$ cat config.mk
export PLATFORM = sky130hd
export DESIGN_NAME = adc_slice_top
export DESIGN_NICKNAME = d
export VERILOG_FILES = /design/src/adc_slice_pkg.sv /design/src/adc_quantizer.sv /design/src/adc_slice_top.sv /design/src/slice_clock_ctrl.sv /design/src/slice_output_latch.sv
export SDC_FILE = /design/constraint.sdc
export NUM_CORES = 1
export LEC_CHECK = 0
export ABC_AREA = 1
export BUFFER_PORTS_ARGS = -buffer_cell sky130_fd_sc_hd__buf_2
export CORE_ASPECT_RATIO = 0.9
export CORE_UTILIZATION = 28
export CTS_CLUSTER_DIAMETER = 100
export DETAILED_ROUTE_END_ITERATION = 6
export SKIP_CTS_REPAIR_TIMING = 1
export SYNTH_ARGS = -nofsm -noshare
export SYNTH_HDL_FRONTEND = slang
export SYNTH_SLANG_ARGS = --single-unit
export TNS_END_PERCENT = 50
$ cat constraint.sdc
create_clock -name emu_clk -period 1.2 [get_ports emu_clk]
set_input_delay 0.24 -clock emu_clk [delete_from_list [all_inputs] [get_ports emu_clk]]
set_output_delay 0.24 -clock emu_clk [all_outputs]
set_load 0.05 [all_outputs]
$ cat src/adc_slice_pkg.sv
`default_nettype none

package adc_slice_pkg;

    //////////////////////////////////////////////////
    // widths
    //////////////////////////////////////////////////

    // analog input and calibration codes
    localparam int PWL_W = 16;
    // difference of three codes needs two extra bits
    localparam int DIFF_W = 18;
    localparam int NADC = 8;
    localparam int NDIV = 2;

    //////////////////////////////////////////////////
    // code types
    //////////////////////////////////////////////////

    typedef logic signed [PWL_W-1:0] pwl_code_t;
    typedef logic signed [DIFF_W-1:0] diff_code_t;
    typedef logic [NADC-1:0] adc_mag_t;
    typedef logic [NDIV-1:0] div_count_t;

    // quantizer scaling, low bits dropped from |diff|
    localparam int ADC_SHIFT = 6;
    // magnitude clips here
    localparam adc_mag_t ADC_MAX = 8'd255;

    // counter value under the always-on override
    localparam div_count_t DIV_FULL = '1;

    // divider control state
    typedef enum logic [1:0] {
        DIV_HOLD,
        DIV_RUN,
        DIV_FORCED
    } div_mode_t;

endpackage

`default_nettype wire

$ cat src/adc_quantizer.sv
`timescale 1ns/100ps
`default_nettype none

module adc_quantizer (
    input  wire                        emu_clk,
    input  wire                        rstb,
    input  adc_slice_pkg::pwl_code_t   vin_p,
    input  adc_slice_pkg::pwl_code_t   vin_n,
    input  adc_slice_pkg::pwl_code_t   vcal,
    output logic                       q_sign,
    output adc_slice_pkg::adc_mag_t    q_mag
);

    //////////////////////////////////////////////////
    // differential input minus offset
    //////////////////////////////////////////////////

    adc_slice_pkg::diff_code_t vin_p_w;
    adc_slice_pkg::diff_code_t vin_n_w;
    adc_slice_pkg::diff_code_t vcal_w;
    adc_slice_pkg::diff_code_t diff;

    // sign extend before subtracting, no overflow at 18 bits
    assign vin_p_w = adc_slice_pkg::diff_code_t'(vin_p);
    assign vin_n_w = adc_slice_pkg::diff_code_t'(vin_n);
    assign vcal_w  = adc_slice_pkg::diff_code_t'(vcal);

    assign diff = vin_p_w - vin_n_w - vcal_w;

    //////////////////////////////////////////////////
    // sign and magnitude
    //////////////////////////////////////////////////

    logic                               diff_neg;
    logic [adc_slice_pkg::DIFF_W-1:0]   diff_abs;
    logic [adc_slice_pkg::DIFF_W-1:0]   diff_scaled;
    adc_slice_pkg::adc_mag_t            mag_sat;

    assign diff_neg = diff[adc_slice_pkg::DIFF_W-1];

    // most negative code cannot occur here, so negation is safe
    assign diff_abs = diff_neg ? -diff : diff;

    // drop lsbs, this sets the quantizer step
    assign diff_scaled = diff_abs >> adc_slice_pkg::ADC_SHIFT;

    // clip to full scale of the magnitude output
    always_comb begin
        if (diff_scaled > adc_slice_pkg::ADC_MAX) begin
            mag_sat = adc_slice_pkg::ADC_MAX;
        end else begin
            mag_sat = diff_scaled[adc_slice_pkg::NADC-1:0];
        end
    end

    //////////////////////////////////////////////////
    // output register
    //////////////////////////////////////////////////

    // one cycle latency, updated every emu_clk
    always_ff @(posedge emu_clk or negedge rstb) begin
        if (!rstb) begin
            q_sign <= 1'b0;
            q_mag  <= '0;
        end else begin
            q_sign <= diff_neg;
            q_mag  <= mag_sat;
        end
    end

endmodule

`default_nettype wire

$ cat src/adc_slice_top.sv
`timescale 1ns/100ps
`default_nettype none

module adc_slice_top (
    input  wire                        emu_clk,
    input  wire                        rstb,
    input  wire                        clk_in,
    input  wire                        en_slice,
    input  wire                        en_sync_in,
    input  wire                        alws_on,
    input  adc_slice_pkg::div_count_t  init,
    input  adc_slice_pkg::pwl_code_t   vin_p,
    input  adc_slice_pkg::pwl_code_t   vin_n,
    input  adc_slice_pkg::pwl_code_t   vcal,
    output wire                        clk_adder,
    output wire                        en_sync_out,
    output wire                        sign_out,
    output adc_slice_pkg::adc_mag_t    adder_out
);

    // quantizer result on its way to the latch
    wire                      q_sign;
    adc_slice_pkg::adc_mag_t  q_mag;

    //////////////////////////////////////////////////
    // timing path
    //////////////////////////////////////////////////

    slice_clock_ctrl u_clock_ctrl (
        .emu_clk     (emu_clk),
        .rstb        (rstb),
        .clk_in      (clk_in),
        .en_slice    (en_slice),
        .en_sync_in  (en_sync_in),
        .alws_on     (alws_on),
        .init        (init),
        .en_sync_out (en_sync_out),
        .clk_adder   (clk_adder)
    );

    //////////////////////////////////////////////////
    // conversion path
    //////////////////////////////////////////////////

    adc_quantizer u_quantizer (
        .emu_clk (emu_clk),
        .rstb    (rstb),
        .vin_p   (vin_p),
        .vin_n   (vin_n),
        .vcal    (vcal),
        .q_sign  (q_sign),
        .q_mag   (q_mag)
    );

    // adder clock rise lets the conversion result out
    slice_output_latch u_output_latch (
        .emu_clk   (emu_clk),
        .rstb      (rstb),
        .clk_adder (clk_adder),
        .q_sign    (q_sign),
        .q_mag     (q_mag),
        .sign_out  (sign_out),
        .adder_out (adder_out)
    );

endmodule

`default_nettype wire

$ cat src/slice_clock_ctrl.sv
`timescale 1ns/100ps
`default_nettype none

module slice_clock_ctrl (
    input  wire                        emu_clk,
    input  wire                        rstb,
    input  wire                        clk_in,
    input  wire                        en_slice,
    input  wire                        en_sync_in,
    input  wire                        alws_on,
    input  adc_slice_pkg::div_count_t  init,
    output logic                       en_sync_out,
    output logic                       clk_adder
);

    //////////////////////////////////////////////////
    // clk_in edge detection
    //////////////////////////////////////////////////

    // clk_in is slow, so emu_clk samples it like data
    logic clk_in_prev;
    logic negedge_clk_in;
    logic posedge_clk_in;

    always_ff @(posedge emu_clk or negedge rstb) begin
        if (!rstb) begin
            clk_in_prev <= 1'b0;
        end else begin
            clk_in_prev <= clk_in;
        end
    end

    // strobes last one emu_clk cycle per slice clock edge
    assign negedge_clk_in = clk_in_prev & ~clk_in;
    assign posedge_clk_in = ~clk_in_prev & clk_in;

    //////////////////////////////////////////////////
    // enable synchronization
    //////////////////////////////////////////////////

    logic en_sync_in_sampled;
    logic en_sync;

    // sample on the falling slice clock edge
    always_ff @(posedge emu_clk or negedge rstb) begin
        if (!rstb) begin
            en_sync_in_sampled <= 1'b0;
        end else if (negedge_clk_in) begin
            en_sync_in_sampled <= en_sync_in;
        end
    end

    // pass on to the next slice at the rising edge
    always_ff @(posedge emu_clk or negedge rstb) begin
        if (!rstb) begin
            en_sync_out <= 1'b0;
        end else if (posedge_clk_in) begin
            en_sync_out <= en_sync_in_sampled;
        end
    end

    assign en_sync = en_sync_in_sampled & en_slice;

    //////////////////////////////////////////////////
    // divider
    //////////////////////////////////////////////////

    adc_slice_pkg::div_mode_t  div_mode;
    adc_slice_pkg::div_count_t count;

    // en_sync has priority over the override
    always_comb begin
        if (!en_sync) begin
            div_mode = adc_slice_pkg::DIV_HOLD;
        end else if (alws_on) begin
            div_mode = adc_slice_pkg::DIV_FORCED;
        end else begin
            div_mode = adc_slice_pkg::DIV_RUN;
        end
    end

    always_ff @(posedge emu_clk or negedge rstb) begin
        if (!rstb) begin
            count <= '0;
        end else begin
            case (div_mode)
                adc_slice_pkg::DIV_HOLD: begin
                    // preload sets the phase of this slice
                    count <= init;
                end
                adc_slice_pkg::DIV_FORCED: begin
                    count <= adc_slice_pkg::DIV_FULL;
                end
                adc_slice_pkg::DIV_RUN: begin
                    if (negedge_clk_in) begin
                        count <= count + 1'b1;
                    end
                end
                default: begin
                    count <= init;
                end
            endcase
        end
    end

    // adder clock from the counter msb, inverted
    // high right after reset since count clears to zero
    assign clk_adder = ~count[adc_slice_pkg::NDIV-1];

endmodule

`default_nettype wire

$ cat src/slice_output_latch.sv
`timescale 1ns/100ps
`default_nettype none

module slice_output_latch (
    input  wire                        emu_clk,
    input  wire                        rstb,
    input  wire                        clk_adder,
    input  wire                        q_sign,
    input  adc_slice_pkg::adc_mag_t    q_mag,
    output logic                       sign_out,
    output adc_slice_pkg::adc_mag_t    adder_out
);

    //////////////////////////////////////////////////
    // clk_adder edge detection
    //////////////////////////////////////////////////

    logic clk_adder_prev;
    logic capture;

    always_ff @(posedge emu_clk or negedge rstb) begin
        if (!rstb) begin
            clk_adder_prev <= 1'b0;
        end else begin
            clk_adder_prev <= clk_adder;
        end
    end

    // first cycle with the adder clock high
    assign capture = clk_adder & ~clk_adder_prev;

    //////////////////////////////////////////////////
    // slice outputs
    //////////////////////////////////////////////////

    // takes whatever the quantizer holds at the rise,
    // then keeps it until the next rise
    always_ff @(posedge emu_clk or negedge rstb) begin
        if (!rstb) begin
            sign_out  <= 1'b0;
            adder_out <= '0;
        end else if (capture) begin
            sign_out  <= q_sign;
            adder_out <= q_mag;
        end
    end

endmodule

`default_nettype wire

After elaboration in Yosys (flattened, before gate mapping). Index checks and enable logic that the tools add are counted.

$add $sub $neg: 4. Magnitude comparators: 1. Equality and inequality tests: 3. Muxes and demuxes: 6. Bitwise gates (word level): 8.

Operators by type and width (number): $mux W18 (1); $neg A18 Y18 (1); $sub A17 B16 Y18 (1); $sub A16 B16 Y17 (1); $gt A12 B8 Y1 const B (1); $mux W8 (1); $mux W2 (3); $and A1 B1 Y1 (4); $not A1 Y1 (4); $pmux W2 S2 (1); $add A2 B1 Y2 const B (1); $eq A2 B1 Y1 const B (1); $eq A2 B2 Y1 const B (1); $ne A2 B1 Y1 const B (1).

Register bits: 24. Bits of input ports: 56. Output and inout bits: 11. Word-level logic and storage cells: 31.

Longest topological paths before layout. Gate-level depths: netlist (run 1).

Depth in word-level cells: 6. Gate-level depth with buffers: 21. Gate-level depth less buffers: 21.

Hierarchy. A second synthesis (run 1) with hierarchy kept.

Cells, all modules: 441. Area, all modules: 2867.8 sq um.

Modules (own cells, without submodules): adc_quantizer (times used 1, cells each 368, area an instance 2214.6 sq um, seq. area each 225.2 sq um); slice_output_latch (times used 1, cells each 40, area an instance 400.4 sq um, seq. area each 250.2 sq um); slice_clock_ctrl (times used 1, cells each 33, area an instance 252.7 sq um, seq. area each 125.1 sq um).

Worst setup path before layout (run 1). No wires, ideal clock.

Path kind: input -> register. Start: input vin_n[7]. End: register u_quantizer.q_mag[0]. Setup time: 0.131 ns. Arrival time: 2.364 ns. Required time: 1.069 ns. Slack: -1.295 ns. Stages: 18. Buffers on the path: 1. Cells stage by stage: inv_1 fa_1 ha_1 nand2_2 inv_2 nand2_1 nand2_1 inv_2 nand3_1 nand2_1 nand3_1 nand2_4 buf_6 nand3_1 nand2_1 inv_2 nor2_4 nand3_1.

Longest elaborated chain between the ends: 6.

Ends and longest elaborated chain: from (decl) (RTL line adc_slice_top.sv:13) `input adc_slice_pkg::pwl_code_t vin_n,`; $sub A16 B16 Y17 (*) (RTL line adc_quantizer.sv:28) `assign diff = vin_p_w - vin_n_w - vcal_w;`; $sub A17 B16 Y18 (*) (RTL line adc_quantizer.sv:28); named net u_quantizer.diff[17] (RTL line adc_quantizer.sv:21) `adc_slice_pkg::diff_code_t diff;`; $neg A18 Y18 (RTL line adc_quantizer.sv:42) `assign diff_abs = diff_neg ? -diff : diff;`; $mux W18 (*) (RTL line adc_quantizer.sv:42); $gt A12 B8 Y1 (RTL line adc_quantizer.sv:49) `if (diff_scaled > adc_slice_pkg::ADC_MAX) begin`; $mux W8 (*) (RTL line adc_quantizer.sv:49); named net u_quantizer.mag_sat[0] (RTL line adc_quantizer.sv:37) `adc_slice_pkg::adc_mag_t mag_sat;`; to (signal assigned) (RTL line adc_quantizer.sv:67) `q_mag <= mag_sat;`; to (decl) (RTL line adc_quantizer.sv:11) `output adc_slice_pkg::adc_mag_t q_mag`.

The timed path passes the listed nets; every way through them passes the cells marked *. A chain may end at the register's enable or synchronous reset.

Worst setup path after layout (run 1).
Start: input vin_n[6]. End: register u_quantizer.q_mag[4].

Longest elaborated chain between the ends: 6.

Ends and longest elaborated chain (RTL line): $sub A16 B16 Y17 (*) (adc_quantizer.sv:28); $sub A17 B16 Y18 (*) (adc_quantizer.sv:28); $neg A18 Y18 (adc_quantizer.sv:42); $mux W18 (*) (adc_quantizer.sv:42); $gt A12 B8 Y1 (adc_quantizer.sv:49); $mux W8 (*) (adc_quantizer.sv:49); named net u_quantizer.mag_sat[4] (adc_quantizer.sv:37).

Marked as above.

==> impl_metrics.toml, run 1 <==
[outcome]
outcome = "complete, but fails checks"
violations = "negative hold slack, negative setup slack"

[setup_path]
cp.arrival_ns = 2.68
worstPathMaxFanout = 8
path_cells = "buf_4 -> inv_8 -> fa_1 -> ha_4 -> nand2_4 -> nor2_2 -> nand2_1 -> nand2_1 -> nand2_1 -> nand2_2 -> nand2_2 -> nor2_4 -> nand2_2 -> nand2_4 -> nand2_2 -> nand2_2 -> nand3_4 -> nor2_4 -> nand3_1"
crit_top_cell = "nand2_2"
r2r_setup_slack_ns = 0.08
r2r_cells = 3
critPathCaptureType = "register"
crit_start = "vin_n[6]"
slowest_delay_ns = 0.49
r2r-start = "u_clock_ctrl.count[1]$_DFFE_PN0P_"
cpMaxStageDelayCell = "fa_1"
regToRegEndpoint = "u_output_latch.adder_out[1]$_DFFE_PN0P_"
critPathKind = "in -> reg"
crit_path_start_kind = "primary input"
critPathRequiredTime_ns = 1.32

[die]
dieWidth_um = 109
initial_core_util_pct = 29.2
die_area_um2 = 10700
fp.coreArea_um2 = 9830
placementRows = 34
top_level_ports = 67
fp.dieH_um = 98.1

[timing]
finalSetupViolations = 9
rsz0062_at_grt = "true"
timing.final.crit_share_pct = 213
relSlewSlack_pct = 66.5
worst_slack_ns = -1.36
tightest_slew_ns = 0.503
finalHoldWorstSlack_ns = -0.0466
clock_skew_ns = 0.00161
period_needed_ns = 2.56
maxSlewViolCount = 0
clock.fmax_mhz = 391
hold_viol = 24

[global_route]
grt_usage_pct = 13.3
grt_pass1_wl_mm = 11.9
first_global_vias = 2830
grt_use_met3_pct = 0.868
grt.busiest_layer = "met2"
grt_util_met1_pct = 18.6
grt_max_degree = 25
grt_overflow = 0
met2_usage_pct = 22.7
antenna_found_initial = 0

[synth]
yosys_register_bits = 24
synth_area_leaders = "dfrtp_1 21%, nand2_1 18%, fa_1 11%, inv_1 10%, ha_1 7.4%"
syn-cell-area_um2 = 2870
synth-edff-count = 0
yosys.area.top_type_share_pct = 20.9
ys_seq_area_share_pct = 20.9
yosys_warnings = 0
synth-main-ff-cell = "dfrtp_1"
postSynthCellCount = 433
postSynthNetCount = 522
yosys.area.top_type = "dfrtp_1"
synth_cell_type_count = 30
syn_area_per_cell_um2 = 6.64
async_flop_share_pct = 100

[clock_network]
cts_tree = "yes"
clkSinkCount = 24
clk_pin_slew_ns = 0.05
cts_buffers = 3
clockRootBuffer = "clkbuf_16"
htreeDepth = 1
clk_latency_ns = 0.25
clock_path_buffers = 2

[job]
drv_cap = 0

[power]
p_per_area_nw_per_um2 = 1550
vdd_drop_max_mv = 1.07
p_leak_nw = 2.23

[detailed_routing]
final_antenna_net_count = 0
postRouteWirelength_mm = 7.14
drt_first_pass_iters = 4
drc_errors = 0
viasPerCell = 4.38
drtIter0Drc = 59
num_vias = 2970
avgRoutedWirePerCell_um = 10.5

[finish]
nets = 642
fillers = 995
seq_area_um2 = 601
utilization_pct = 44.1
num_antenna_cells = 0
area_delta_synth_final_pct = 50.7
multi_input_area_um2 = 2400
drive_above_1_share_pct = 46.2

[placement]
dp_slack_ns = -1.67
io_buffers = 66
place_hpwl_mm = 5.91
routabilityCongestion = 0.905

[min_path]
hold_class = "in -> async"
-- state kept, by name, indices dropped and copies added (netlist names) --
name,cells
u_clock_ctrl.clk_in_prev,1
u_clock_ctrl.count,2
u_quantizer.q_mag,8
u_output_latch.clk_adder_prev,1
u_output_latch.sign_out,1
u_clock_ctrl.en_sync_in_sampled,1
u_quantizer.q_sign,1
u_clock_ctrl.en_sync_out,1
u_output_latch.adder_out,8
-- cell usage in the layout (no fill, tap or decap), drive strengths merged, types with 2 or more instances in the layout --
| cell type | n |
|---|---|
| inv | 92 |
| mux2 | 9 |
| xor2 | 6 |
| ha | 17 |
| nand3b | 4 |
| a21oi | 11 |
| clkbuf | 4 |
| xnor2 | 2 |
| fa | 16 |
| nand4 | 9 |
| buf | 116 |
| nor3 | 5 |
| nand2 | 154 |
| nand3 | 39 |
| nor2 | 32 |
| o21ai | 6 |
| dfrtp | 24 |
-- critical path, delay by kind of cell --
kind,cells,cell delay (ns)
simple gates,15,1.46
fa+ha+maj,2,0.83
buf+inv,2,0.14
-- power by group --
part / internal [mW] / switching, mW / leakage, nW / total [mW]
clock network: 0.508 / 0.240 / 0.0442 / 0.748
registers: 1.05 / 0.0926 / 0.241 / 1.14
logic: 1.98 / 2.83 / 1.94 / 4.81
total: 3.54 / 3.16 / 2.23 / 6.70
-- worst max-delay path by stage --
| stage | slack [ns] | end |
|---|---|---|
| floorplan | -1.20 | u_quantizer.q_mag[0]$_DFF_PN0_ |
| global placement | -1.68 | u_quantizer.q_mag[6]$_DFF_PN0_ |
| finish | -1.36 | u_quantizer.q_mag[4]$_DFF_PN0_ |
| CTS | -1.41 | u_quantizer.q_mag[4]$_DFF_PN0_ |
| global route | -1.52 | u_quantizer.q_mag[1]$_DFF_PN0_ |
| detailed placement | -1.67 | u_quantizer.q_mag[4]$_DFF_PN0_ |
-- metrics by stage --
| stage | total power [mW] | instance area, µm² | setup TNS, ns | std cells |
|---|---|---|---|---|
| floorplan | 4.13 | 3110 | -11.24 | 433 |
| global placement | 5.33 | 3870 | -14.64 | 662 |
| detailed placement | 5.37 | 3870 | -14.50 | 662 |
| CTS | 6.15 | 3960 | -12.26 | 666 |
| global route | 7.26 | 4330 | -13.03 | 678 |
| finish | 6.70 | 4330 | -11.64 | 678 |
-- cells by family (layout without fill, tap and decap cells) --
kind of cell	count (synthesis)	count (layout)	share of synthesized area, %
XOR/XNOR	8	8	2.44
buffers and inverters	93	212	12.4
AND/OR/NAND/NOR	244	244	37.7
multiplexers	9	9	3.53
flip-flops	24	24	20.9
AO/OA/AOI/OAI	22	22	4.48
adder cells (fa/ha/maj)	33	33	18.5
-- cells in the mapped netlist, types with 9 or more instances --
cell type    n
dfrtp_1     24
nand2_2     13
ha_1        17
inv_2       12
nand2_1    140
inv_1       80
nor2_1      27
fa_1        16
nand3_1     38
a21oi_1      9
mux2_2       9
nand4_1      9
-- cell type report --
cell class | count | share of cell area (%)
inverters | 92 | 8.20
clock buffers | 4 | 2.05
multi-input cells | 316 | 55.4
well taps | 126 | 3.64
repair buffers | 116 | 16.9
flip-flops and latches | 24 | 13.9
-- metal layers --
layer,part of all wire [%],vias up
met1,49,1322
li1,-,1575
met2,47,65
met4,1.4,0
met3,3.3,8
met5,0,-
No activity file was read; power rests on OpenSTA's default activity.
==> inputs of run 2 (changes only) <==
SETUP_SLACK_MARGIN = 0.02   (was default)
TNS_END_PERCENT = 20   (was 50)
==> impl_metrics.toml, run 2 (same netlist as run 1, synthesis figures left out) <==
[global_route]
grt_max_degree = 25
grt_pass1_wl_mm = 11.9
grt_overflow = 0
grt_usage_pct = 13.4
first_global_vias = 2855
antenna_found_initial = 0

[setup_path]
r2r-start = "u_clock_ctrl.count[1]$_DFFE_PN0P_"
cpMaxStageDelayCell = "fa_1"
crit_start = "vin_n[6]"
worstPathMaxFanout = 8
slowest_delay_ns = 0.48
critPathCaptureType = "register"
r2r_setup_slack_ns = 0.07
path_buf_inv = 4
crit_path_start_kind = "primary input"
critPathKind = "in -> reg"
critPathRequiredTime_ns = 1.33
cp_top_family = "simple AND/OR/NAND/NOR gates"
cp.arrival_ns = 2.74
path_cells = "buf_2 -> inv_8 -> fa_1 -> ha_4 -> nand2_4 -> inv_2 -> nand2_1 -> nand2_2 -> inv_2 -> nand2_1 -> nand2_1 -> nand2_2 -> nand2_2 -> nor2_4 -> nand2_2 -> nand2_4 -> nand2_2 -> nand2_2 -> nand3_2 -> nor2_4 -> nand3_2"
crit_top_cell = "nand2_2"

[finish]
area_delta_synth_final_pct = 51.6
layout_commonest_cell = "nand2_1"
num_antenna_cells = 0
drive_above_1_share_pct = 44.8
nets = 644
largestRegisters = "u_output_latch.adder_out (8), u_quantizer.q_mag (8), u_clock_ctrl.count (2)"
layout_common_cells = "104 x nand2_1, 72 x inv_1, 64 x buf_2, 50 x buf_4, 40 x nand2_2"

[timing]
period_needed_ns = 2.61
relSlewSlack_pct = 66.0
hold_viol = 0
clock.fmax_mhz = 383
maxSlewViolCount = 0
worst_slack_ns = -1.41
finalSetupViolations = 9
rsz0062_at_grt = "true"
timing.final.crit_share_pct = 218
tns_ns = -12.12
clock_skew_ns = 0.00126
tightest_slew_ns = 0.510

[min_path]
hold_start = "clk_in"
hold_class = "in -> reg"

[clock_network]
clock_path_buffers = 2
cts_buffers = 3
clk_latency_ns = 0.25
clk_pin_slew_ns = 0.06
htreeDepth = 1
clockRootBuffer = "clkbuf_16"
cts_tree = "yes"
clkSinkCount = 24

[die]
initial_core_util_pct = 29.2
top_level_ports = 67
die_area_um2 = 10700
placementRows = 34
fp.dieH_um = 98.1
fp.coreArea_um2 = 9830
dieWidth_um = 109

[detailed_routing]
viasPerCell = 4.49
drc_errors = 0
drt_first_pass_iters = 4
num_vias = 3052
drtIter0Drc = 82
final_antenna_net_count = 0
postRouteWirelength_mm = 7.16
avgRoutedWirePerCell_um = 10.5

[outcome]
violations = "negative setup slack"
outcome = "complete, but fails checks"

[power]
total_power_mw = 6.94
vdd_drop_max_mv = 1.07
p_leak_nw = 2.23
p_per_area_nw_per_um2 = 1590

[placement]
io_buffers = 66
routabilityCongestion = 0.899
place_hpwl_mm = 5.87

[job]
drv_cap = 0
-- run 2: cell count changes in the layout (fill, tap and decap cells not counted), sizes merged --
cell,change
buf,+1
bufinv,+1
clkbuf,-1
dlygate4sd3,+1
-- run 2: path summary, 6_finish.rpt --
kind | end | cells after the start
max in group asynchronous | u_clock_ctrl.count[1]$_DFFE_PN0P_ | 2
min in group asynchronous | u_output_latch.adder_out[1]$_DFFE_PN0P_ | 2
max | u_quantizer.q_mag[0]$_DFF_PN0_ | 21
min | u_clock_ctrl.clk_in_prev$_DFF_PN0_ | 1
min reg2reg | u_output_latch.clk_adder_prev$_DFF_PN0_ | 1
max reg2reg | u_output_latch.adder_out[2]$_DFFE_PN0P_ | 3
-- run 2: worst register-to-register path: stages, from the launching register on --
cell and delay [ns]:
dfrtp_1 0.38, nor2_1 0.10, buf_4 0.18, mux2_2 0.35
-- run 2: per-layer routing --
layer,global-route usage [%],wire [µm],vias up
met2,22.2,3310,81
met3,1.07,355,11
met4,3.74,112,0
met1,18.6,3380,1381
li1,-,-,1579
met5,0,0,-
-- run 2: layout make-up --
class,instances,area (µm²)
Multi-Input combinational cell,316,2400
Clock buffer,3,75.1
Tap cell,126,158
Fill cell,995,5470
Timing Repair Buffer,118,739
Inverter,92,358
Sequential cell,24,601
Clock inverter,1,30.0
-- run 2: per-stage QoR --
stage          util [%]  std cells  instance area (µm²)  hold WS (ns)  worst slack [ns]
6_report           44.3        680                 4360         0.151             -1.41
5_1_grt            44.3        680                 4360         0.156             -1.59
4_1_cts            40.5        666                 3980       -0.0395             -1.43
3_5_place_dp       39.4        662                 3870         0.232             -1.69
3_3_place_gp       39.4        662                 3870         0.226             -1.67
2_1_floorplan         -        433                 3110       -0.0556             -1.20
-- run 2: power breakdown --
part / switching [mW] / internal [mW]
Combinational: 2.88 / 2.00
Sequential: 0.0960 / 1.05
Clock: 0.256 / 0.662
